===== src/hw/lsu_isa_pkg.sv =====
package lsu_isa_pkg;

    // ALE doubles as the idle code when no exception is pending.
    typedef enum logic [2:0] {
        ALE,  // address not aligned to the access size.
        TLBR, // no translation for the address.
        PIL,  // load hit an invalid page.
        PIS,  // store hit an invalid page.
        PPI,  // privilege level too low for the page.
        PME   // store to a read-only page.
    } exception_t;

    typedef enum logic [1:0] {
        MEM_NOP,
        MEM_LOAD,
        MEM_STORE
    } mem_type_t;

    typedef enum logic [1:0] {
        MEM_BYTE,
        MEM_HALF,
        MEM_WORD
    } mem_size_t;

endpackage


===== src/hw/lsu_pipe_pkg.sv =====
package lsu_pipe_pkg;

    // payload handed over from the execute stage.
    typedef struct packed {
        logic [31:0]             pc;
        logic                    have_exception;
        lsu_isa_pkg::exception_t exception_type;
        logic [31:0]             result; // carries the effective address for loads and stores.
        logic [4:0]              dest;
        lsu_isa_pkg::mem_type_t  mem_type;
        lsu_isa_pkg::mem_size_t  mem_size;
        logic                    ld_unsigned;
        logic [31:0]             st_data;
    } ex_mem_t;

    typedef struct packed {
        logic [31:0]             pc;
        logic                    have_exception;
        lsu_isa_pkg::exception_t exception_type;
        logic [31:0]             result;
        logic [4:0]              dest;
        lsu_isa_pkg::mem_type_t  mem_type;
        lsu_isa_pkg::mem_size_t  mem_size;
        logic                    ld_unsigned;
    } mem_wb_t;

    typedef struct packed {
        logic        valid;
        logic [31:0] addr;
        logic        we;
        logic [1:0]  size;  // log2 of the access width in bytes.
        logic [3:0]  wstrb;
        logic [31:0] wdata;
    } mem_req_t;

    typedef struct packed {
        logic        addr_ok;
        logic [31:0] rdata;
    } mem_rsp_t;

    typedef struct packed {
        logic tlbr;
        logic pil;
        logic pis;
        logic ppi;
        logic pme;
    } fault_t;

endpackage


===== src/hw/pipe_reg.sv =====
`timescale 1ns/1ps

module pipe_reg #(
    parameter type payload_t = logic
) (
    input  logic     clk,
    input  logic     rst_n,
    input  logic     flush,
    input  logic     stall,
    input  logic     in_valid,
    input  payload_t in_data,
    output logic     out_valid,
    output payload_t out_data
);

    always_ff @(posedge clk or negedge rst_n) begin
        if (!rst_n) begin
            out_valid <= 1'b0;
        end else if (flush) begin
            out_valid <= 1'b0; // a flush drops whatever the stage holds.
        end else if (!stall) begin
            out_valid <= in_valid;
        end
    end

    always_ff @(posedge clk) begin
        if (!stall) begin
            out_data <= in_data;
        end
    end

endmodule


===== src/hw/wb_stage.sv =====
`timescale 1ns/1ps

module wb_stage (
    input  logic                    clk,
    input  logic                    rst_n,
    input  logic                    flush,
    input  logic                    in_valid,
    input  lsu_pipe_pkg::mem_wb_t   in_data,
    input  logic [31:0]             rdata,
    output logic                    allowin,
    output logic                    rsp_taken,
    output logic                    wb_valid,
    input  logic                    wb_ready,
    output logic [31:0]             wb_pc,
    output logic [4:0]              wb_dest,
    output logic [31:0]             wb_result,
    output logic                    wb_have_exception,
    output lsu_isa_pkg::exception_t wb_exception_type
);
    import lsu_isa_pkg::*;
    import lsu_pipe_pkg::*;

    mem_wb_t     wb_data;
    logic        load_enter;
    logic        fresh;
    logic [31:0] held;
    logic [31:0] word;
    logic [31:0] shifted;
    logic [31:0] load_val;

    assign allowin = !wb_valid || wb_ready;

    pipe_reg #(
        .payload_t(mem_wb_t)
    ) u_wb_reg (
        .clk       (clk),
        .rst_n     (rst_n),
        .flush     (flush),
        .stall     (!allowin),
        .in_valid  (in_valid),
        .in_data   (in_data),
        .out_valid (wb_valid),
        .out_data  (wb_data)
    );

    assign load_enter = allowin && in_valid && !flush &&
                        in_data.mem_type == MEM_LOAD && !in_data.have_exception;

    // the RAM word is valid in the first cycle after a load enters.
    always_ff @(posedge clk or negedge rst_n) begin
        if (!rst_n) begin
            fresh <= 1'b0;
        end else begin
            fresh <= load_enter;
        end
    end

    always_ff @(posedge clk) begin
        if (fresh) begin
            held <= rdata;
        end
    end

    assign rsp_taken = fresh || flush; // a flush also drops a read left in flight.
    assign word      = fresh ? rdata : held;
    assign shifted   = word >> {wb_data.result[1:0], 3'b000};

    always_comb begin
        case (wb_data.mem_size)
            MEM_BYTE: load_val = wb_data.ld_unsigned ? {24'b0, shifted[7:0]} :
                                                       {{24{shifted[7]}}, shifted[7:0]};
            MEM_HALF: load_val = wb_data.ld_unsigned ? {16'b0, shifted[15:0]} :
                                                       {{16{shifted[15]}}, shifted[15:0]};
            default:  load_val = word;
        endcase
    end

    assign wb_pc             = wb_data.pc;
    assign wb_dest           = wb_data.dest;
    assign wb_have_exception = wb_data.have_exception;
    assign wb_exception_type = wb_data.exception_type;
    assign wb_result = (wb_data.mem_type == MEM_LOAD && !wb_data.have_exception) ?
                       load_val : wb_data.result;

endmodule


===== config.mk =====
export PLATFORM = sky130hd
export DESIGN_NAME = wb_stage
export DESIGN_NICKNAME = d
export VERILOG_FILES = /design/src/hw/lsu_isa_pkg.sv /design/src/hw/lsu_pipe_pkg.sv /design/src/hw/pipe_reg.sv /design/src/hw/wb_stage.sv
export SDC_FILE = /design/constraint.sdc
export NUM_CORES = 1
export LEC_CHECK = 0
export ABC_AREA = 1
export BUFFER_PORTS_ARGS = -buffer_cell sky130_fd_sc_hd__buf_4
export CORE_ASPECT_RATIO = 0.9
export CORE_MARGIN = 4
export CORE_UTILIZATION = 53
export DETAILED_ROUTE_END_ITERATION = 6
export PLACE_DENSITY = 0.83
export SKIP_CTS_REPAIR_TIMING = 1
export SYNTH_ARGS = -nofsm -noshare
export SYNTH_HDL_FRONTEND = slang
export SYNTH_SLANG_ARGS = --single-unit

===== constraint.sdc =====
create_clock -name clk -period 6.94 [get_ports clk]
set_clock_uncertainty 0.2 [all_clocks]
set_input_delay 0.694 -clock clk [delete_from_list [all_inputs] [get_ports clk]]
set_output_delay 0.694 -clock clk [all_outputs]
set_load 0.05 [all_outputs]

==> results by group <==
Finish
  • Total Nets Final: 782
  • Filler Cell Count: 707
  • Sequential Area: 3030 sq um
  • Most frequent cells in the layout: buf_4 (191), nand2_1 (183), edfxtp_1 (78), inv_1 (40), nand3_1 (37)
  • Synth-to-Final Area Change: 25.9%
  • Ant. Diodes: 0
  • Multi-input gate area: 1460 sq um
  • Most common cell after layout, fill and taps aside: buf_4
  • Final instance area: 6430 sq um
  • Share of cells above drive strength 1: 0.371
  • Final std cells w/o fill: 794

Clock network
  • H-Tree Depth: 3
  • Clk buf depth: 2
  • Clk root buf: clkbuf_8
  • Worst-path clk slew: 110 ps
  • Clock Latency Late Sink: 360 ps
  • TritonCTS Buffers: 9
  • Sink Count: 112
  • CTS tree: yes

Drt
  • Met1 Wirelength: 4.41 mm
  • WL per Instance: approximately 15 um
  • Final WL: between 10 and 15 mm
  • Met2 WL: roughly 6.1 mm
  • Vias per inst: 4.90
  • 1st-iter DRT viols: 174
  • Antenna Nets Post-Route: 0
  • DRC Markers: 0
  • DR WL met3: 1.39 mm
  • Via count: 3,894
  • Max Used Layer: met4
  • First-pass iteration count of the detailed router: 5

Worst setup path
  • Crit. End Element: output port
  • CP arrival: 3370 ps
  • Worst endpoint required time: roughly 6000 ps
  • CP max FO: 34
  • Critical path class: register to output port
  • Worst setup SP type: register

Yosys
  • Mapped cell area: a little over 5000 sq um
  • Synth unique cells: 30
  • EDFF count, synth: just under 80
  • Synthesis warning total: 0
  • Average cell area after synthesis: between 9 and 10 sq um
  • Sequential area share after synthesis: 0.593
  • Post-synth top flop: edfxtp_1
  • Fraction of registers with async set/reset: 0.0179
  • Seq cells post-synth: roughly 110
  • Mapped Nets: 640
  • Mapped Cells: between 500 and 600

Hold path
  • Hold crit path type: register to register

Floorplan
  • # rows: 33
  • Die X: 112 um
  • Die area: 11,300 sq um
  • Die Height: 101 um
  • Top-level port count: 191
  • Starting Density: 0.553
  • Area of the core: 9250 sq um

Timing
  • Period utilization: 0.614
  • Min Hold Slack: 255 ps
  • Slew Limit Headroom: 0.322
  • RSZ-0062 raised after global routing: no
  • Clock period minus worst slack: 4260 ps
  • Fin. max-slew vios: 0
  • Hold Fails Final Rpt: 0
  • Fmax: 235 MHz
  • Final setup viols: 0
  • Setup TNS: 0 ps
  • Tightest Pin Transition: 1020 ps

Power and ir drop
  • Worst IR Drop VDD: 0.188 mV
  • Leak: 3.08 nW
  • Final Power: 1.66 mW
  • P per Cell Area: 257 nW/um^2

Status
  • Status: finished, final reports clean

Placement
  • GPL Wtd Cong: approximately 0.9
  • Placed wire-length estimate: between 9 and 10 mm
  • Area after DPL: between 6000 and 7000 sq um
  • Buffers on Ports: 190
  • Post-Place Cells: 777

GRT
  • Antenna violations before repair: 0
  • Largest net degree at the start of global routing: 82
  • Vias in the first global route: 3,732
  • GRT Total Usage: 0.212
  • First-pass GRT wire length: 18.8 mm
  • Grt ovf: 0

Flow run
  • Max-cap viol count: 0
-- kinds of logic (layout without fill, tap and decap cells) --
| group | Yosys count | count (layout) | share of synthesized area |
|---|---|---|---|
| AND/OR/NAND/NOR | 266 | 266 | 0.234 |
| flip-flops | 112 | 112 | 0.593 |
| buffers and inverters | 103 | 250 | 0.123 |
| AO/OA/AOI/OAI | 44 | 44 | 0.0499 |
-- report_power, final --
part	total (mW)	switching, mW	internal (mW)
Clock	0.371	0.230	0.141
Combinational	0.453	0.303	0.150
Sequential	0.831	0.0281	0.803
Total	1.66	0.561	1.09
-- synthesized netlist by cell type, drive strengths merged, types with 2 or more instances --
cell     instances  share of area
nor3             2         0.0029
and2             2         0.0024
buf             54          0.080
clkbuf           6          0.010
dfrtp            2         0.0098
inv             42          0.031
a2bb2oi          6          0.010
nand2          187           0.14
a21oi           31          0.030
or2             24          0.029
nand3           44          0.051
edfxtp          78           0.46
dfxtp           32           0.13
o21ai            6         0.0081
nor2             6         0.0073
-- worst paths after layout --
check,cells after the start,start,to,slack [ps]
worst min register to register,2,held[4],held[4],250
worst min-delay path,2,held[4],held[4],250
max in group asynchronous,2,rst_n,u_wb_reg.out_valid,6020
worst max-delay path,10,fresh,wb_result[17],2680
min in group asynchronous,2,rst_n,fresh,440
worst max register to register,3,fresh,held[26],4700
-- critical path, cell delays in order (launching register included) --
cell	delay, ps
dfrtp_1	1010
inv_2	500
nand2_1	210
nand2_2	90
nand2_1	80
nand2_2	70
o21ai_4	500
nand3_1	200
nand2_1	100
inv_1	50
buf_4	180
-- metal layers --
metal,track usage,vias up
met5,0,-
met4,0.0655,0
met3,0.0860,26
met2,0.377,188
met1,0.236,1732
li1,-,1948
-- state kept, by name, indices dropped and copies added (netlist names) --
signal	cells
fresh	1
u_wb_reg.out_valid	1
u_wb_reg.out_data	78
held	32
-- area by class of cell --
cell class,instances,area share
sequential,112,0.471
multi-input combinational,310,0.226
clock inverter,6,0.00972
timing repair buffer,192,0.224
inverter,42,0.0245
clock buffer,10,0.0198
tap,122,0.0237
-- per-stage QoR --
step | setup slack, ps | utilization
final | 2680 | 0.696
after global routing | 2300 | 0.696
after CTS | 2680 | 0.695
after detailed placement | 3110 | 0.674
after global placement | 3210 | 0.674
after floorplan | 3340 | -
(Power assumes the default switching activity.)
