### src/hw/lsu_isa_pkg.sv
package lsu_isa_pkg;

    // ALE doubles as the idle code when no exception is pending.
    typedef enum logic [2:0] {
        ALE,  // address not aligned to the access size.
        TLBR, // no translation for the address.
        PIL,  // load hit an invalid page.
        PIS,  // store hit an invalid page.
        PPI,  // privilege level too low for the page.
        PME   // store to a read-only page.
    } exception_t;

    typedef enum logic [1:0] {
        MEM_NOP,
        MEM_LOAD,
        MEM_STORE
    } mem_type_t;

    typedef enum logic [1:0] {
        MEM_BYTE,
        MEM_HALF,
        MEM_WORD
    } mem_size_t;

endpackage

### src/hw/lsu_pipe_pkg.sv
package lsu_pipe_pkg;

    // payload handed over from the execute stage.
    typedef struct packed {
        logic [31:0]             pc;
        logic                    have_exception;
        lsu_isa_pkg::exception_t exception_type;
        logic [31:0]             result; // carries the effective address for loads and stores.
        logic [4:0]              dest;
        lsu_isa_pkg::mem_type_t  mem_type;
        lsu_isa_pkg::mem_size_t  mem_size;
        logic                    ld_unsigned;
        logic [31:0]             st_data;
    } ex_mem_t;

    typedef struct packed {
        logic [31:0]             pc;
        logic                    have_exception;
        lsu_isa_pkg::exception_t exception_type;
        logic [31:0]             result;
        logic [4:0]              dest;
        lsu_isa_pkg::mem_type_t  mem_type;
        lsu_isa_pkg::mem_size_t  mem_size;
        logic                    ld_unsigned;
    } mem_wb_t;

    typedef struct packed {
        logic        valid;
        logic [31:0] addr;
        logic        we;
        logic [1:0]  size;  // log2 of the access width in bytes.
        logic [3:0]  wstrb;
        logic [31:0] wdata;
    } mem_req_t;

    typedef struct packed {
        logic        addr_ok;
        logic [31:0] rdata;
    } mem_rsp_t;

    typedef struct packed {
        logic tlbr;
        logic pil;
        logic pis;
        logic ppi;
        logic pme;
    } fault_t;

endpackage

### src/hw/pipe_reg.sv
`timescale 1ns/1ps

module pipe_reg #(
    parameter type payload_t = logic
) (
    input  logic     clk,
    input  logic     rst_n,
    input  logic     flush,
    input  logic     stall,
    input  logic     in_valid,
    input  payload_t in_data,
    output logic     out_valid,
    output payload_t out_data
);

    always_ff @(posedge clk or negedge rst_n) begin
        if (!rst_n) begin
            out_valid <= 1'b0;
        end else if (flush) begin
            out_valid <= 1'b0; // a flush drops whatever the stage holds.
        end else if (!stall) begin
            out_valid <= in_valid;
        end
    end

    always_ff @(posedge clk) begin
        if (!stall) begin
            out_data <= in_data;
        end
    end

endmodule

### src/hw/mem_stage.sv
`timescale 1ns/1ps

module mem_stage (
    input  logic                   clk,
    input  logic                   rst_n,
    input  logic                   flush,
    input  logic                   ex_valid,
    input  lsu_pipe_pkg::ex_mem_t  ex_data,
    input  logic                   allowout,
    output logic                   ex_allowin,
    output logic                   mem_valid,
    output lsu_pipe_pkg::mem_wb_t  mem_data,
    output lsu_pipe_pkg::mem_req_t req,
    input  logic                   addr_ok,
    input  lsu_pipe_pkg::fault_t   fault
);
    import lsu_isa_pkg::*;
    import lsu_pipe_pkg::*;

    ex_mem_t    stage;
    logic       stage_valid;
    logic       stall;
    logic       mem_ready;
    logic       waiting;
    logic       misaligned;
    logic       have_exc;
    exception_t exc_type;
    logic       issue;

    pipe_reg #(
        .payload_t(ex_mem_t)
    ) u_mem_reg (
        .clk       (clk),
        .rst_n     (rst_n),
        .flush     (flush),
        .stall     (stall),
        .in_valid  (ex_valid),
        .in_data   (ex_data),
        .out_valid (stage_valid),
        .out_data  (stage)
    );

    // the stage is done once its access is accepted, or when it needs none.
    assign mem_ready = stage_valid && (have_exc || stage.mem_type == MEM_NOP ||
                                       (req.valid && addr_ok) || waiting);
    assign stall      = stage_valid && (!mem_ready || !allowout);
    assign ex_allowin = !stall;
    assign mem_valid  = mem_ready;

    assign misaligned = (stage.mem_size == MEM_HALF && stage.result[0]) ||
                        (stage.mem_size == MEM_WORD && stage.result[1:0] != 2'b00);

    always_comb begin
        if (stage.mem_type == MEM_NOP || stage.have_exception) begin
            have_exc = stage.have_exception;
            exc_type = stage.exception_type;
        end else if (misaligned) begin
            have_exc = 1'b1;
            exc_type = ALE;
        end else if (fault.tlbr) begin
            have_exc = 1'b1;
            exc_type = TLBR;
        end else if (fault.pil) begin
            have_exc = 1'b1;
            exc_type = PIL;
        end else if (fault.pis) begin
            have_exc = 1'b1;
            exc_type = PIS;
        end else if (fault.ppi) begin
            have_exc = 1'b1;
            exc_type = PPI;
        end else if (fault.pme) begin
            have_exc = 1'b1;
            exc_type = PME;
        end else begin
            have_exc = 1'b0;
            exc_type = ALE;
        end
    end

    assign issue = stage_valid && stage.mem_type != MEM_NOP && !have_exc;

    // set when the RAM took the access but the next stage was not ready for it.
    always_ff @(posedge clk or negedge rst_n) begin
        if (!rst_n) begin
            waiting <= 1'b0;
        end else if (flush) begin
            waiting <= 1'b0;
        end else if (req.valid && addr_ok && !allowout) begin
            waiting <= 1'b1;
        end else if (allowout) begin
            waiting <= 1'b0;
        end
    end

    always_comb begin
        req.valid = issue && !waiting && !flush; // nothing new reaches the RAM during a flush.
        req.addr  = stage.result;
        case (stage.mem_size)
            MEM_BYTE: req.size = 2'd0;
            MEM_HALF: req.size = 2'd1;
            default:  req.size = 2'd2;
        endcase
        req.we    = issue && stage.mem_type == MEM_STORE;
        req.wstrb = 4'b0000;
        req.wdata = stage.st_data;
        if (req.we) begin
            case (stage.mem_size)
                MEM_BYTE: begin
                    req.wstrb = 4'b0001 << stage.result[1:0];
                    req.wdata = {4{stage.st_data[7:0]}};
                end
                MEM_HALF: begin
                    req.wstrb = stage.result[1] ? 4'b1100 : 4'b0011;
                    req.wdata = {2{stage.st_data[15:0]}};
                end
                default: begin
                    req.wstrb = 4'b1111;
                end
            endcase
        end
    end

    always_comb begin
        mem_data.pc             = stage.pc;
        mem_data.have_exception = have_exc;
        mem_data.exception_type = exc_type;
        mem_data.result         = stage.result;
        mem_data.dest           = stage.dest;
        mem_data.mem_type       = stage.mem_type;
        mem_data.mem_size       = stage.mem_size;
        mem_data.ld_unsigned    = stage.ld_unsigned;
    end

endmodule

### config.mk
export PLATFORM = sky130hd
export DESIGN_NAME = mem_stage
export DESIGN_NICKNAME = d
export VERILOG_FILES = /design/src/hw/lsu_isa_pkg.sv /design/src/hw/lsu_pipe_pkg.sv /design/src/hw/pipe_reg.sv /design/src/hw/mem_stage.sv
export SDC_FILE = /design/constraint.sdc
export NUM_CORES = 1
export LEC_CHECK = 0
export ABC_AREA = 1
export BUFFER_PORTS_ARGS = -buffer_cell sky130_fd_sc_hd__buf_2
export CAP_MARGIN = 20
export CORE_AREA = 2 2 105 107
export DETAILED_ROUTE_END_ITERATION = 12
export DIE_AREA = 0 0 107 109
export PLACE_DENSITY = 0.85
export RECOVER_POWER = 50
export SYNTH_ARGS = -nofsm -noshare
export SYNTH_HDL_FRONTEND = slang
export SYNTH_SLANG_ARGS = --single-unit
### constraint.sdc
create_clock -name clk -period 9.4 [get_ports clk]
set_input_delay 0.94 -clock clk [delete_from_list [all_inputs] [get_ports clk]]
set_output_delay 0.94 -clock clk [all_outputs]
set_load 0.05 [all_outputs]
==> results.tsv <==
stage	metric	value	unit
logic_synthesis	synth top area cells	edfxtp_1, buf_4, nand2_1	
logic_synthesis	count leader, synth	buf_4	
critical_path	Cell Chain, Critical Path	buf_2 > nor2_1 > nand2_1 > nor2_1 > nand3_2 > inv_2 > nand2_4 > nor2_8 > inv_4 > o21ai_2 > buf_2	
logic_synthesis	area leader, netlist	edfxtp_1	
global_routing	global-route wire length before repair	15400	um
power_and_ir_drop	peak supply drop	123	uV
place	area post-placement	5590	sq um
clock_tree	clock-pin slew on the worst setup and hold paths	0.10	ns
logic_synthesis	Synth top area share	66.7	%
clock_tree	TritonCTS clock tree	done	
detailed_routing	Routed WL per cell	15.5	um
detailed_routing	Via-to-Cell Ratio	4.51	
place	RD Place Congestion	0.839	
detailed_routing	Pre-antenna DRT Iters	4	
worst_hold_path	worst hold path type	in2async	
critical_path	critical register-to-register path startpoint	u_mem_reg.out_data[34]	
logic_synthesis	Cell variety after synth	26	
clock_tree	hold buffers post-CTS	0	
timing	tightest hold margin	0.346	ns
timing	worst slew pin tran	0.711	ns
finish	Layout Utilization	53.7	%
timing	# setup viols final	0	
logic_synthesis	Post-Syn Nets	494	
clock_tree	Sink Count	112	
finish	share of cells above drive strength 1	43.1	%
floorplan	Core Box Area	10600	sq um
clock_tree	H-tree Lvls	3	
detailed_routing	Final Routed Wirelength	10600	um
clock_tree	largest buffer count on any clock path	2	
critical_path	slowest library cell on the worst path	buf_2	
logic_synthesis	EDFF count, synth	110	
timing	Layout Skew	0.0135	ns
floorplan	Die ar.	11700	sq um
global_routing	pin count of the biggest net entering global routing	57	
power_and_ir_drop	Power Density	204	nW/um^2
finish	synthesis-to-finish area growth	14.9	%
global_routing	overall routing resource usage	17.8	%
finish	Fill cells	948	
logic_synthesis	top cells by instance count after synthesis	buf_4, edfxtp_1, nand2_1	
logic_synthesis	Syn Area/Cell	13.3	sq um
finish	layout net count	659	
critical_path	crit end category	output port	
timing	Setup TNS	0	ns
timing	unrepaired setup endpoints after global routing	false	
critical_path	startpoint types	primary input	
timing	crit path time final	3.46	ns
critical_path	Critical Path RT	8.46	ns
logic_synthesis	ys async rst share	1.79	%
timing	worst rel slew slack	52.6	%
floorplan	initial core utilization	46.7	%
global_routing	vias in the first global route	3176	
job	Max Cap Viol	0	
critical_path	Critical Path Start	fault[2]	
logic_synthesis	post-synthesis sequential area ratio	67.7	%
floorplan	die width	107	um
clock_tree	CTS resizes	0	
clock_tree	TritonCTS Buffers	9	
critical_path	CP top delay family	simple AND/OR/NAND/NOR gates	
critical_path	CP Data Arrival Time	2.52	ns
detailed_routing	Via Count	3077	
clock_tree	Clock Latency Late Sink	0.37	ns
critical_path	CP Buf/Inv Count	4	
timing	Fmax achieved	0.289	GHz
power_and_ir_drop	total power	1.16	mW
detailed_routing	Post-route DRC	0	
timing	worst setup margin	5.94	ns
critical_path	Largest stage delay, worst path	0.28	ns
power_and_ir_drop	Leak Pwr	2.58	nW
finish	post-route cell area	5690	sq um
floorplan	# IOs	273	
place	DP Cell Count	667	
critical_path	critical path type	in2out	
logic_synthesis	Mapped Area	4950	sq um
logic_synthesis	Synth Register Bits	112	
logic_synthesis	yosys warns	0	
timing	Slew Viols, Final	0	
floorplan	# rows	38	
timing	Hold Fails Final Rpt	0	
detailed_routing	Final ANT Viol Nets	0	
finish	fin cells	683	
detailed_routing	drt initial violations	202	
place	DP Worst Slack	6.03	ns
clock_tree	clk root buf	clkbuf_8	
place	DP HPWL	8280	um
floorplan	chip height	109	um
logic_synthesis	Synth Flop Type	edfxtp_1	
critical_path	CP max FO	24	
global_routing	total grt overflow	0	
timing	period utilization	36.8	%
run_status	outcome	finished, final reports clean	
logic_synthesis	cells after synthesis	373	
global_routing	initial antenna violation count	0	
finish	# diodes	0	
clock_tree	Setup Fix Bufs, Post-CTS	0	
place	port bufs	272	
[per-layer routing]
metal  vias up  global-route usage, %  part of all wire [%]
met4         0                   9.28                   2.8
li1       1469                      -                     -
met5         -                      0                     0
met3        20                   6.22                   9.0
met2       170                   31.1                    53
met1      1418                   19.0                    35
[final timing paths]
| path | endpoint | slack, ns | cells after the start |
|---|---|---|---|
| hold reg to reg | waiting | 0.57 | 2 |
| hold / removal | waiting | 0.35 | 1 |
| setup reg to reg | u_mem_reg.out_data[15] | 6.33 | 9 |
| setup / recovery | req[17] | 5.94 | 11 |
| min in group clk | waiting | 0.57 | 2 |
| max in group asynchronous | u_mem_reg.out_valid | 8.91 | 1 |
[power by group]
part	switching [mW]	total, mW	internal (mW)
clock	0.163	0.290	0.127
sequential	0.0163	0.605	0.589
combinational	0.214	0.264	0.0502
[kinds of logic (layout without fill, tap and decap cells)]
| kind of cell | after synthesis | in the layout | synth area share [%] |
|---|---|---|---|
| AND/OR/NAND/NOR | 76 | 76 | 7.00 |
| flip-flops | 112 | 112 | 67.7 |
| buffers and inverters | 150 | 320 | 20.9 |
| AO/OA/AOI/OAI | 35 | 35 | 4.45 |
[state kept, by name, summed over array words and instances (netlist names)]
name and count:
waiting 1, u_mem_reg.out_data 110, u_mem_reg.out_valid 1
[worst reg2reg max path, stage by stage, from the launching register on]
cell and delay [ns]:
edfxtp_1 0.65, nor2_2 0.09, nor2_2 0.13, nand2_2 0.09, nand3_2 0.10, nor2_1 0.05
o21ai_0 0.11, nand2_1 0.17, nand2_4 0.54, buf_4 0.73
[cells in the final DEF (no fill, tap or decap), types with 2 or more instances in the layout]
| cell | netlist | routed |
|---|---|---|
| a21oi_1 | 6 | 6 |
| buf_2 | 0 | 194 |
| clkbuf_1 | 0 | 78 |
| clkbuf_8 | 0 | 9 |
| clkinv_2 | 0 | 2 |
| clkinv_4 | 0 | 2 |
| dfrtp_1 | 2 | 2 |
| edfxtp_1 | 110 | 110 |
| inv_1 | 27 | 27 |
| inv_2 | 2 | 2 |
| inv_8 | 0 | 2 |
| nand2_1 | 48 | 47 |
| nand2_2 | 6 | 6 |
| nand2_4 | 1 | 2 |
| nand3_1 | 2 | 2 |
| nor2_1 | 11 | 13 |
| nor2_2 | 4 | 2 |
| o21ai_0 | 11 | 11 |
| o21ai_2 | 8 | 8 |
| o22ai_1 | 8 | 8 |
[layout make-up]
| class | instances | area, sq um | share of cell area [%] |
|---|---|---|---|
| clock buffer | 9 | 124 | 2.18 |
| clock inverter | 7 | 80.1 | 1.41 |
| inverter | 31 | 119 | 2.09 |
| multi-input combinational | 111 | 569 | 10.0 |
| sequential | 112 | 3350 | 58.9 |
| tap | 140 | 175 | 3.08 |
| timing repair buffer | 273 | 1270 | 22.3 |
No activity file was read; power rests on OpenSTA's default activity.
