--- src/hw/lsu_isa_pkg.sv ---
package lsu_isa_pkg;

    // ALE doubles as the idle code when no exception is pending.
    typedef enum logic [2:0] {
        ALE,  // address not aligned to the access size.
        TLBR, // no translation for the address.
        PIL,  // load hit an invalid page.
        PIS,  // store hit an invalid page.
        PPI,  // privilege level too low for the page.
        PME   // store to a read-only page.
    } exception_t;

    typedef enum logic [1:0] {
        MEM_NOP,
        MEM_LOAD,
        MEM_STORE
    } mem_type_t;

    typedef enum logic [1:0] {
        MEM_BYTE,
        MEM_HALF,
        MEM_WORD
    } mem_size_t;

endpackage

--- src/hw/lsu_pipe_pkg.sv ---
package lsu_pipe_pkg;

    // payload handed over from the execute stage.
    typedef struct packed {
        logic [31:0]             pc;
        logic                    have_exception;
        lsu_isa_pkg::exception_t exception_type;
        logic [31:0]             result; // carries the effective address for loads and stores.
        logic [4:0]              dest;
        lsu_isa_pkg::mem_type_t  mem_type;
        lsu_isa_pkg::mem_size_t  mem_size;
        logic                    ld_unsigned;
        logic [31:0]             st_data;
    } ex_mem_t;

    typedef struct packed {
        logic [31:0]             pc;
        logic                    have_exception;
        lsu_isa_pkg::exception_t exception_type;
        logic [31:0]             result;
        logic [4:0]              dest;
        lsu_isa_pkg::mem_type_t  mem_type;
        lsu_isa_pkg::mem_size_t  mem_size;
        logic                    ld_unsigned;
    } mem_wb_t;

    typedef struct packed {
        logic        valid;
        logic [31:0] addr;
        logic        we;
        logic [1:0]  size;  // log2 of the access width in bytes.
        logic [3:0]  wstrb;
        logic [31:0] wdata;
    } mem_req_t;

    typedef struct packed {
        logic        addr_ok;
        logic [31:0] rdata;
    } mem_rsp_t;

    typedef struct packed {
        logic tlbr;
        logic pil;
        logic pis;
        logic ppi;
        logic pme;
    } fault_t;

endpackage

--- src/hw/addr_check.sv ---
`timescale 1ns/1ps

module addr_check #(
    parameter int unsigned RAM_WORDS = 256,
    parameter logic [31:0] RO_BASE   = 32'h0000_0300,
    parameter logic [31:0] RO_SIZE   = 32'h0000_0040,
    parameter logic [31:0] KERN_BASE = 32'h0000_0200,
    parameter logic [31:0] KERN_SIZE = 32'h0000_0080,
    parameter logic [31:0] INV_BASE  = 32'h0000_0380,
    parameter logic [31:0] INV_SIZE  = 32'h0000_0040
) (
    input  logic [31:0]            addr,
    input  lsu_isa_pkg::mem_type_t mem_type,
    input  logic [1:0]             plv,
    output lsu_pipe_pkg::fault_t   fault
);
    import lsu_isa_pkg::*;

    localparam logic [31:0] RAM_BYTES = 32'(RAM_WORDS * 4);

    logic is_load;
    logic is_store;
    logic active;
    logic in_ro;
    logic in_kern;
    logic in_inv;

    function automatic logic in_window(input logic [31:0] a,
                                       input logic [31:0] base,
                                       input logic [31:0] size);
        return (a >= base) && ((a - base) < size);
    endfunction

    assign is_load  = mem_type == MEM_LOAD;
    assign is_store = mem_type == MEM_STORE;
    assign active   = is_load || is_store; // a NOP never faults.

    assign in_ro   = in_window(addr, RO_BASE, RO_SIZE);
    assign in_kern = in_window(addr, KERN_BASE, KERN_SIZE);
    assign in_inv  = in_window(addr, INV_BASE, INV_SIZE);

    assign fault.tlbr = active && addr >= RAM_BYTES;
    assign fault.pil  = is_load && in_inv;
    assign fault.pis  = is_store && in_inv;
    assign fault.ppi  = active && in_kern && plv == 2'd3; // user mode may not touch kernel pages.
    assign fault.pme  = is_store && in_ro;

endmodule

--- config.mk ---
export PLATFORM = sky130hd
export DESIGN_NAME = addr_check
export DESIGN_NICKNAME = d
export VERILOG_FILES = /design/src/hw/lsu_isa_pkg.sv /design/src/hw/lsu_pipe_pkg.sv /design/src/hw/addr_check.sv
export SDC_FILE = /design/constraint.sdc
export NUM_CORES = 1
export LEC_CHECK = 0
export BUFFER_PORTS_ARGS = -buffer_cell sky130_fd_sc_hd__buf_4
export CAP_MARGIN = 20
export CORE_MARGIN = 2
export CORE_UTILIZATION = 52
export DETAILED_ROUTE_END_ITERATION = 16
export PLACE_DENSITY_LB_ADDON = 0.15
export SLEW_MARGIN = 20
export SYNTH_ARGS = -nofsm -noshare
export SYNTH_HDL_FRONTEND = slang
export SYNTH_SLANG_ARGS = --single-unit
--- constraint.sdc ---
create_clock -name vclk -period 2.2
set_clock_uncertainty 0.05 [all_clocks]
set_input_delay 0 -clock vclk [all_inputs]
set_output_delay 0 -clock vclk [all_outputs]
set_load 0.01 [all_outputs]
==> run summary, run 1 <==
Number of flip-flops and latches - 0
Most frequent cells in the layout - sky130_fd_sc_hd__buf_4 (57), sky130_fd_sc_hd__nand2_1 (15), sky130_fd_sc_hd__nor2_1 (13)
Critical path peak fanout - 2
Share of the yosys chip area belonging to registers - 0
Net Sw Power - 111 uW
Clock tree buffer count of the final layout - 0
Final critical delay including setup and external delays - 2.15 ns
Hold_sp - mem_type[1]
Category of cells accounting for the largest share of critical-path delay - simple AND/OR/NAND/NOR gates
Nets in the synthesized netlist - 202
LEAKAGE - 0.000567 uW
Slowest Stage Delay on Critical Path - 0.53 ns
Fraction of power consumed by the clock network - 0
Post-detailed-route wirelength per cell - 16.9 microns
Syn Area/Cell - 6.57 sq um
Fraction of layout instances using a drive strength above 1 - 0.337
Switching share of total power - 0.536
Die outline area - 2380 sq um
Starting density of the core - 0.544
Most common cell on crit path - sky130_fd_sc_hd__buf_4
Final-report max-slew violation count - 0
Setup repair after global routing missed its margin - false
Number of ports placed on the die boundary - 41
Routed Wire Length - 3980 microns
Type of the most critical hold path - in2out
Flop pwr share - 0
Metal1 wirelength - 1480 microns
Placed wire-length estimate after detailed placement - 3150 microns
Hold-critical path endpoint - fault[4]
Slew margin rel. - 0.678
Largest net degree at the start of global routing - 15
Die Ht - 48.8 microns
Drt first pass iters - 5
Yosys warning count - 0
Remaining global-route overflow - 0
Comb power frac - 1.000
Cell row count - 16
Diode insertion count for antenna repair - 0
Number of I/O port buffers - 41
Final total negative setup slack - 0 ns
Worst EP required - 2.15 ns
Total via count after detailed routing - 1,603
Crit path cell chain - buf_4, or4_4, or3_4, o31a_1, or4b_4, nor4_2, buf_4
Final cell count without fillers - 235
Count of endpoints failing setup in the final report - 0
Tightest Pin Transition - 0.476 ns
Number of distinct library cells after synthesis - 43
Met3 WL - 490 microns
Count of nets after finishing - 253
Launching element type of the critical path - input port
Maximum ir drop on the vdd rail - 108 uV
Post-detailed-route count of antenna-violating nets - 0
P&R area growth vs syn - 42.4%
Cell area after synthesis - 1040 sq um
Antenna violations before repair - 0
Cell internal pwr - 96.2 uW
Power density over the cells - 139 nW/um^2
Peak clock frequency supported by timing - 465 MHz
GRT Total Usage - 0.334
CP max-delay cell - sky130_fd_sc_hd__or4_4
Hold path depth - 4
Footprint of the flip-flops and latches - 0 sq um
Crit. End Element - primary output
DRC violations left - 0
Run status - completed
Post-synthesis cell count - 159
Critical Path AT - 2.10 ns
Core ar. - 1920 sq um
Number of violations reported at the end of detailed-routing iteration 0 - 112
First-pass GRT wire length - 6540 microns
Via count of the first global-routing pass - 1,370
Top sig layer - met4
Detail-routed via count per cell - 6.82
Commonest non-fill, non-tap cell in the layout - sky130_fd_sc_hd__buf_4
Met2 wirelength from detailed routing - 1900 microns
Overall die width - 48.8 microns
Crit share post-route - 0.977
Number of failing hold endpoints at the final stage - 0
Total buffers and inverters traversed by the critical path - 2
Startpoint-to-endpoint class of the critical path - in2out
Routability congestion estimate from global placement - 0.953
MaxCap Viol Count - 0
Number of cells in the design after placement - 233
-- power by group through the flow --
| stage | clock (uW) | sequential (uW) | combinational [uW] |
|---|---|---|---|
| finish | 0 | 0 | 207 |
| global route | 0 | 0 | 224 |
| CTS | 0 | 0 | 201 |
| detailed placement | 0 | 0 | 200 |
| floorplan | 0 | 0 | 89.8 |
| global placement | 0 | 0 | 193 |
-- metal layers --
| metal | track usage | vias to the layer above |
|---|---|---|
| li1 | - | 723 |
| met1 | 0.444 | 722 |
| met2 | 0.587 | 134 |
| met3 | 0.0368 | 24 |
| met4 | 0.0571 | 0 |
| met5 | 0 | - |
-- kinds of logic (layout without fill, tap and decap cells) --
kind of cell	Yosys count	in the layout	synth area share
buf+inv	14	63	0.0551
fa+ha+maj	7	7	0.0838
simple gates	99	99	0.581
xor+xnor	12	12	0.101
mux	1	1	0.0108
compound gates	26	26	0.169
-- cells in the mapped netlist, drive strengths merged --
cell type  number  area [sq um]
ha              7          87.6
or4             4          33.8
inv             6          22.5
nand4          13          96.3
o211ai          2          15.0
nor4           13          93.8
or3             6          45.0
or4b            2          23.8
mux2            1          11.3
nand3          10          50.1
or2b            1          7.51
clkbuf          7          27.5
o41a            1          11.3
buf             1          7.51
nand4b          2          17.5
xor2           10          87.6
nor3b           2          15.0
nor3            9          45.0
nand2          15          56.3
and3b           1          8.76
nor2           13          48.8
and3            2          12.5
nand3b          2          15.0
a31oi           1          6.26
and4            1          10.0
a32o            1          10.0
a2111o          1          11.3
nor4b           2          17.5
and4b           1          10.0
o31ai           5          37.5
o31a            1          8.76
o21a            1          7.51
o21ai           7          35.0
o41ai           1          8.76
xnor2           2          17.5
a21oi           5          25.0
-- worst min-delay path: stages --
cell and delay, ns:
sky130_fd_sc_hd__buf_4 0.08, sky130_fd_sc_hd__ha_1 0.14, sky130_fd_sc_hd__a21oi_1 0.05, sky130_fd_sc_hd__buf_4 0.14
-- metrics by stage --
stage          instance area (sq um)  setup slack, ns  hold WS, ns  power (uW)  utilization
4_1_cts                         1460          0.00799        0.354         201        0.758
2_1_floorplan                   1040            0.121        0.109        89.8            -
5_1_grt                         1490          0.00722        0.375         224        0.774
6_report                        1490           0.0496        0.356         207        0.774
3_5_place_dp                    1460          -0.0664        0.350         200        0.758
3_3_place_gp                    1460          -0.0448        0.336         193        0.758
-- layout make-up --
class	count	area, sq um
tap	27	33.8
multi-input combinational	145	1000
inverter	6	22.5
fill	174	434
timing repair buffer	57	428
-- how the worst max path moves through the flow --
stage	start	end	cells past startpoint
3_5_place_dp	addr[26]	fault[1]	7
5_1_grt	addr[18]	fault[3]	9
3_3_place_gp	addr[26]	fault[1]	7
6_report	addr[26]	fault[1]	7
4_1_cts	addr[18]	fault[0]	8
2_1_floorplan	addr[26]	fault[1]	5
-- repair_timing --
| item | CTS | global route |
|---|---|---|
| endpoints found under the setup margin | 2 | 3 |
| gates resized for setup | 0 | 3 |
| pin swaps | 2 | 2 |
| buffers inserted | 0 | 2 |
| endpoints found under the hold margin | 0 | 0 |
| hold buffers | 0 | 0 |
(Power assumes the default switching activity.)
==> inputs of run 2 (changes only) <==
==> constraint.sdc (replaced) <==
create_clock -name vclk -period 2.2
set_clock_uncertainty 0.05 [all_clocks]
set_input_delay 0.33 -clock vclk [all_inputs]
set_output_delay 0.33 -clock vclk [all_outputs]
set_load 0.01 [all_outputs]
==> run 2 against run 1 <==
  * The flow now stops in 4_1_cts
  * Synthesized area unchanged
  * Synthesized cell count unchanged
==> run summary, run 2 <==
Run status - stopped before the end
Stopping stage - 4_1_cts
Error message - [ERROR DPL-0033] detailed placement checks failed during check placement.
Number of distinct library cells after synthesis - 43 (unchanged)
Nets in the synthesized netlist - 202 (unchanged)
Routability congestion estimate from global placement - 1.00 (+5.3%)
Number of setup buffers added after CTS - 3 (+3)
Yosys warning count - 0 (unchanged)
Cell row count - 16 (unchanged)
Placed wire-length estimate after detailed placement - 4680 microns (+48%)
Number of ports placed on the die boundary - 41 (unchanged)
Largest area contributor in the synthesized netlist - sky130_fd_sc_hd__ha_1
Starting density of the core - 0.544 (unchanged)
Share of the yosys chip area belonging to registers - 0 (unchanged)
Post-cts gate resize count - 10 (+10)
Cell area after synthesis - 1040 sq um (unchanged)
Synth area leaders - sky130_fd_sc_hd__ha_1 (8.4%), sky130_fd_sc_hd__xor2_1 (8.4%), sky130_fd_sc_hd__nand4_1 (7.2%)
Overall die width - 48.8 microns (unchanged)
Hold buffers post-CTS - 0 (unchanged)
Proportion of netlist area held by the largest area contributor - 0.0838 (unchanged)
Die Ht - 48.8 microns (unchanged)
Count leader, synth - sky130_fd_sc_hd__nand2_1
Number of I/O port buffers - 41 (unchanged)
Syn Area/Cell - 6.57 sq um (unchanged)
Post-synthesis cell count - 159 (unchanged)
Top cells by instance count after synthesis - sky130_fd_sc_hd__nand2_1 (15), sky130_fd_sc_hd__nor2_1 (13), sky130_fd_sc_hd__nand4_1 (12)
## run 2: cell counts after synthesis
Identical to the previous run, type by type.
## run 2: kinds of logic after synthesis
logic type,synth area share
muxes,0.0108
AOI/OAI and AO/OA,0.169
xor gates and xnor gates,0.101
adders and majority gates,0.0838
buffers and inverters,0.0551
and+or+nand+nor,0.581
## run 2: stage by stage
step / instance area [sq um] / util / std cells / worst slack [ns] / hold slack (ns)
2_1_floorplan: 1110 / - / 159 / -0.359 / 0.783
3_3_place_gp: 1820 / 0.946 / 272 / -0.555 / 1.02
3_5_place_dp: 1820 / 0.946 / 272 / -0.594 / 1.04
==> inputs of run 3 (changes only) <==
--- a/config.mk
+++ b/config.mk
@@ -7,9 +7,9 @@
 export LEC_CHECK = 0
 export BUFFER_PORTS_ARGS = -buffer_cell sky130_fd_sc_hd__buf_4
 export CAP_MARGIN = 20
-export CORE_MARGIN = 2
-export CORE_UTILIZATION = 52
+export CORE_AREA = 2 2 63 65
 export DETAILED_ROUTE_END_ITERATION = 16
+export DIE_AREA = 0 0 65 67
 export PLACE_DENSITY_LB_ADDON = 0.15
 export SLEW_MARGIN = 20
 export SYNTH_ARGS = -nofsm -noshare
==> run 3 against run 2 <==
  * The flow now finishes, with violations (negative setup slack)
==> run summary, run 3 (synthesis results as in run 1) <==
Setup repair after global routing missed its margin - true
Commonest non-fill, non-tap cell in the layout - sky130_fd_sc_hd__buf_4
DRC violations left - 0
Placed wire-length estimate after detailed placement - 4100 microns (-12%)
Most frequent cells in the layout - sky130_fd_sc_hd__buf_4 (102), sky130_fd_sc_hd__nand2_1 (15), sky130_fd_sc_hd__nor2_1 (12), sky130_fd_sc_hd__nand4_1 (12), sky130_fd_sc_hd__xor2_1 (10)
Antenna violations before repair - 0
Filler instances - 347
Count of endpoints failing setup in the final report - 5
Remaining global-route overflow - 0
Maximum ir drop on the vdd rail - 55.4 uV
Die Ht - 67 microns (+37%)
Worst setup path startpoint - addr[26]
Starting density of the core - 0.290 (-0.254)
Launching element type of the critical path - input port
Total via count after detailed routing - 1,664
Type of the most critical hold path - in2out
Footprint of the flip-flops and latches - 0 sq um
Violations in the final reports - negative setup slack
Worst EP required - 1.82 ns
Crit. End Element - primary output
Largest net degree at the start of global routing - 9
Cell internal pwr - 151 uW
Number of cells in the design after placement - 302 (+11%)
Post-detailed-route wirelength per cell - 16.0 microns
P&R area growth vs syn - 92.9%
Utilization after layout - 0.559
Final cell count without fillers - 306
Die outline area - 4360 sq um
Fraction of power consumed by the clock network - 0
Detail-routed via count per cell - 5.44
Cell row count - 22 (+6)
Final-report max-slew violation count - 0
Via count of the first global-routing pass - 1,724
Fraction of layout instances using a drive strength above 1 - 0.512
Number of failing hold endpoints at the final stage - 0
Number of flip-flops and latches - 0
Slew margin rel. - 0.745
MaxCap Viol Count - 0
Post-detailed-route count of antenna-violating nets - 0
Overall die width - 65 microns (+33%)
Drt first pass iters - 4
LEAKAGE - 0.000843 uW
Routability congestion estimate from global placement - 0.903 (-10%)
Run status - finished with violations
Final critical delay including setup and external delays - 2.73 ns
Startpoint-to-endpoint class of the critical path - in2out
Routed Wire Length - 4900 microns
Flop pwr share - 0
Clock tree buffer count of the final layout - 0
Critical Path AT - 2.35 ns
Number of ports placed on the die boundary - 41 (unchanged)
Number of I/O port buffers - 41 (unchanged)
Comb power frac - 1.000
Power density over the cells - 141 nW/um^2
Diode insertion count for antenna repair - 0
Worst setup endpoint - fault[1]
First-pass GRT wire length - 7960 microns
Pre-CTS setup slack - -0.592 ns (+0.00183 ns)
Number of violations reported at the end of detailed-routing iteration 0 - 118
Core ar. - 3610 sq um
GRT Total Usage - 0.233
Crit share post-route - 1.24
Count of nets after finishing - 303
Critical path peak fanout - 2
Tightest Pin Transition - 0.381 ns
Slack of the critical path - -0.531 ns
Net Sw Power - 134 uW
Switching share of total power - 0.471
Peak clock frequency supported by timing - 366 MHz
## run 3: worst min path at each step
stage                           start       end  depth (start not counted)
after floorplan              addr[29]  fault[3]                          3
after global placement       addr[30]  fault[1]                          5
after detailed placement     addr[28]  fault[2]                          5
after CTS                    addr[28]  fault[2]                          5
after global routing         addr[28]  fault[3]                          5
final                     mem_type[1]  fault[4]                          5
## run 3: power by group through the flow
stage | clock network, uW | logic, uW | registers [uW]
finish | 0 | 285 | 0
detailed placement | 0 | 271 | 0
global placement | 0 | 267 | 0
global route | 0 | 308 | 0
CTS | 0 | 280 | 0
floorplan | 0 | 95.8 | 0
## run 3: routing by layer
layer,track usage,part of all wire,vias to the layer above
met3,0.0118,0.056,6
met4,0.0452,0.016,0
met2,0.450,0.50,53
li1,-,-,822
met1,0.282,0.43,783
met5,0,0,-
## run 3: per-stage QoR
| stage | total power, uW | cell area (sq um) | hold slack [ns] | setup TNS, ns |
|---|---|---|---|---|
| floorplan | 95.8 | 1110 | 0.783 | -0.431 |
| global placement | 267 | 1910 | 1.12 | -1.98 |
| detailed placement | 271 | 1910 | 1.12 | -2.01 |
| CTS | 280 | 1990 | 1.12 | -1.96 |
| global route | 308 | 2020 | 1.15 | -2.23 |
| finish | 285 | 2020 | 1.12 | -1.98 |
## run 3: layout make-up
class / instances / area (sq um) / area share
inverter: 6 / 22.5 / 0.0112
tap: 48 / 60.1 / 0.0298
timing repair buffer: 107 / 822 / 0.408
multi-input combinational: 145 / 1110 / 0.551
## run 3: timing repair
item | in CTS | in global routing
pin swaps | 10 | 5
setup buffers | 3 | 1
hold buffers | 0 | 0
cloned | 0 | 0
endpoints found under the setup margin | 5 | 5
gates resized for setup | 12 | 4
## run 3: critical path: stages
cell	delay, ns
sky130_fd_sc_hd__buf_6	0.09
sky130_fd_sc_hd__or4_4	0.55
sky130_fd_sc_hd__or3_4	0.35
sky130_fd_sc_hd__o31a_1	0.24
sky130_fd_sc_hd__or4b_4	0.50
sky130_fd_sc_hd__nor4_4	0.13
sky130_fd_sc_hd__buf_4	0.16
==> inputs of run 4 (changes only) <==
--- a/config.mk
+++ b/config.mk
@@ -10,6 +10,7 @@
 export CORE_AREA = 2 2 63 65
 export DETAILED_ROUTE_END_ITERATION = 16
 export DIE_AREA = 0 0 65 67
+export MAX_ROUTING_LAYER = met4
 export PLACE_DENSITY_LB_ADDON = 0.15
 export SLEW_MARGIN = 20
 export SYNTH_ARGS = -nofsm -noshare
==> run 4 against run 3 <==
  * The run still ends with negative setup slack left
  * Flip-flop and latch count unchanged
  * Total power rose by 0.42%
  * Fmax rose by 1.2%
  * Core utilization shrank 0.62 points
  * Worst hold slack improved by 0.0085 ns
  * Wire length grew 0.10%
  * Cell area down 1.1%
  * Critical path depth unchanged
  * Setup slack better by 0.033 ns
  * Combinational power about the same
  * Non-clock buffer count did not move
  * Critical endpoint unchanged
  * Largest power group unchanged
==> run summary, run 4 (synthesis results as in run 1) <==
Drt first pass iters - 4 (unchanged)
Clock tree buffer count of the final layout - 0 (unchanged)
Starting density of the core - 0.290 (unchanged)
Switching share of total power - 0.471 (+0.000713)
Critical path peak fanout - 2 (unchanged)
Detail-routed via count per cell - 5.46 (+0.36%)
Tightest Pin Transition - 0.436 ns (+0.0558 ns)
First-pass GRT wire length - 7960 microns (unchanged)
Slowest Stage Delay on Critical Path - 0.53 ns (-0.02 ns)
Post-detailed-route wirelength per cell - 16.0 microns (+0.10%)
Count of nets after finishing - 303 (unchanged)
Number of failing hold endpoints at the final stage - 0 (unchanged)
Count of endpoints failing setup in the final report - 5 (unchanged)
Number of flip-flops and latches - 0 (unchanged)
Comb power frac - 1.000 (about the same)
GRT Total Usage - 0.240 (+0.00756)
Utilization after layout - 0.553 (-0.00625)
Power, Total - 286 uW (+0.42%)
Most frequent cells in the layout - sky130_fd_sc_hd__buf_4 (102), sky130_fd_sc_hd__nand2_1 (15), sky130_fd_sc_hd__nor2_1 (12), sky130_fd_sc_hd__nand4_1 (12)
Overall die width - 65 microns (unchanged)
Number of violations reported at the end of detailed-routing iteration 0 - 139 (+18%)
Hold_sp - addr[30]
Setup repair after global routing missed its margin - true
Total via count after detailed routing - 1,670 (+0.36%)
Antenna violations before repair - 0 (unchanged)
Die Ht - 67 microns (unchanged)
Hold path depth - 5 (unchanged)
CP max-delay cell - sky130_fd_sc_hd__or4_4
P&R area growth vs syn - 90.8%
Final-report max-slew violation count - 0 (unchanged)
Violations in the final reports - negative setup slack
Placed wire-length estimate after detailed placement - 4120 microns (+0.27%)
Post-detailed-route count of antenna-violating nets - 0 (unchanged)
DRC violations left - 0 (unchanged)
Pre-CTS setup slack - -0.569 ns (+0.0230 ns)
Die outline area - 4360 sq um (unchanged)
Final total negative setup slack - -1.93 ns (+0.0570 ns)
Hold buffers post-CTS - 0 (unchanged)
Crit. End Element - primary output
Fraction of layout instances using a drive strength above 1 - 0.504 (-0.00775)
Cell internal pwr - 151 uW (+0.29%)
Power density over the cells - 143 nW/um^2 (+1.6%)
MaxCap Viol Count - 0 (unchanged)
Net Sw Power - 135 uW (+0.57%)
Diode insertion count for antenna repair - 0 (unchanged)
Worst EP required - 1.82 ns (about the same)
Via count of the first global-routing pass - 1,671 (-3.1%)
Slack of the critical path - -0.497 ns (+0.0332 ns)
Run status - finished with violations
Type of the most critical hold path - in2out
Core ar. - 3610 sq um (unchanged)
Largest net degree at the start of global routing - 10 (+1)
Hold-critical path endpoint - fault[1]
Slew margin rel. - 0.705 (-0.0399)
Commonest non-fill, non-tap cell in the layout - sky130_fd_sc_hd__buf_4
Footprint of the flip-flops and latches - 0 sq um (unchanged)
Flop pwr share - 0 (unchanged)
Number of ports placed on the die boundary - 41 (unchanged)
Number of I/O port buffers - 41 (unchanged)
Startpoint-to-endpoint class of the critical path - in2out
Fraction of power consumed by the clock network - 0 (unchanged)
Routability congestion estimate from global placement - 0.952 (+5.4%)
Cell row count - 22 (unchanged)
Final critical delay including setup and external delays - 2.70 ns (-0.0332 ns)
Crit share post-route - 1.23 (-0.0151)
LEAKAGE - 0.000840 uW (-0.34%)
Launching element type of the critical path - input port
Remaining global-route overflow - 0 (unchanged)
Crit path cell chain - buf_6, or4_4, or3_4, o31a_1, or4b_4, nor4_4, buf_4
Peak clock frequency supported by timing - 371 MHz (+1.2%)
Routed Wire Length - 4910 microns (+0.10%)
Critical Path AT - 2.32 ns (-0.03 ns)
Maximum ir drop on the vdd rail - 74.0 uV (+34%)
==> run 4: critical path, delay by kind of cell <==
| family | cells | cell delay, ns |
|---|---|---|
| AO/OA/AOI/OAI | 1 | 0.24 |
| buffers and inverters | 2 | 0.24 |
| AND/OR/NAND/NOR | 4 | 1.49 |
==> run 4: metrics by stage <==
stage	instance area (sq um)	hold slack, ns	std cells
after floorplan	1110	0.783	159
after global placement	1910	1.12	302
after detailed placement	1910	1.12	302
after CTS	1960	1.13	304
after global routing	1990	1.16	306
final	1990	1.13	306
==> run 4: layout make-up <==
class                      instances  area, sq um
timing repair buffer             107          822
fill                             367         1610
multi-input combinational        145         1090
inverter                           6         22.5
tap                               48         60.1
==> run 4: what timing repair did <==
item	4_1_cts	5_1_grt
pin swaps	8	9
buffers inserted	2	2
resized for setup	7	5
gates cloned	0	0
setup endpoints to repair	5	5
==> run 4: worst max-delay path by stage <==
stage | endpoint | startpoint | slack (ns) | depth (start not counted)
2_1_floorplan | fault[1] | addr[26] | -0.36 | 5
3_3_place_gp | fault[1] | addr[26] | -0.57 | 7
3_5_place_dp | fault[1] | addr[26] | -0.57 | 7
4_1_cts | fault[1] | addr[26] | -0.50 | 7
5_1_grt | fault[1] | addr[26] | -0.58 | 7
6_report | fault[1] | addr[26] | -0.50 | 7
==> run 4: per-layer routing <==
metal / routed length [microns] / vias up / GRT usage
met5: 0 / - / -
met4: 26 / 0 / 0.0372
met3: 303 / 4 / 0.0203
met2: 2460 / 63 / 0.415
met1: 2120 / 781 / 0.311
li1: - / 822 / -
==> run 4: power by group through the flow <==
stage	clock [uW]	combinational, uW	sequential, uW
after floorplan	0	95.8	0
after global placement	0	270	0
after detailed placement	0	274	0
after CTS	0	280	0
after global routing	0	308	0
final	0	286	0
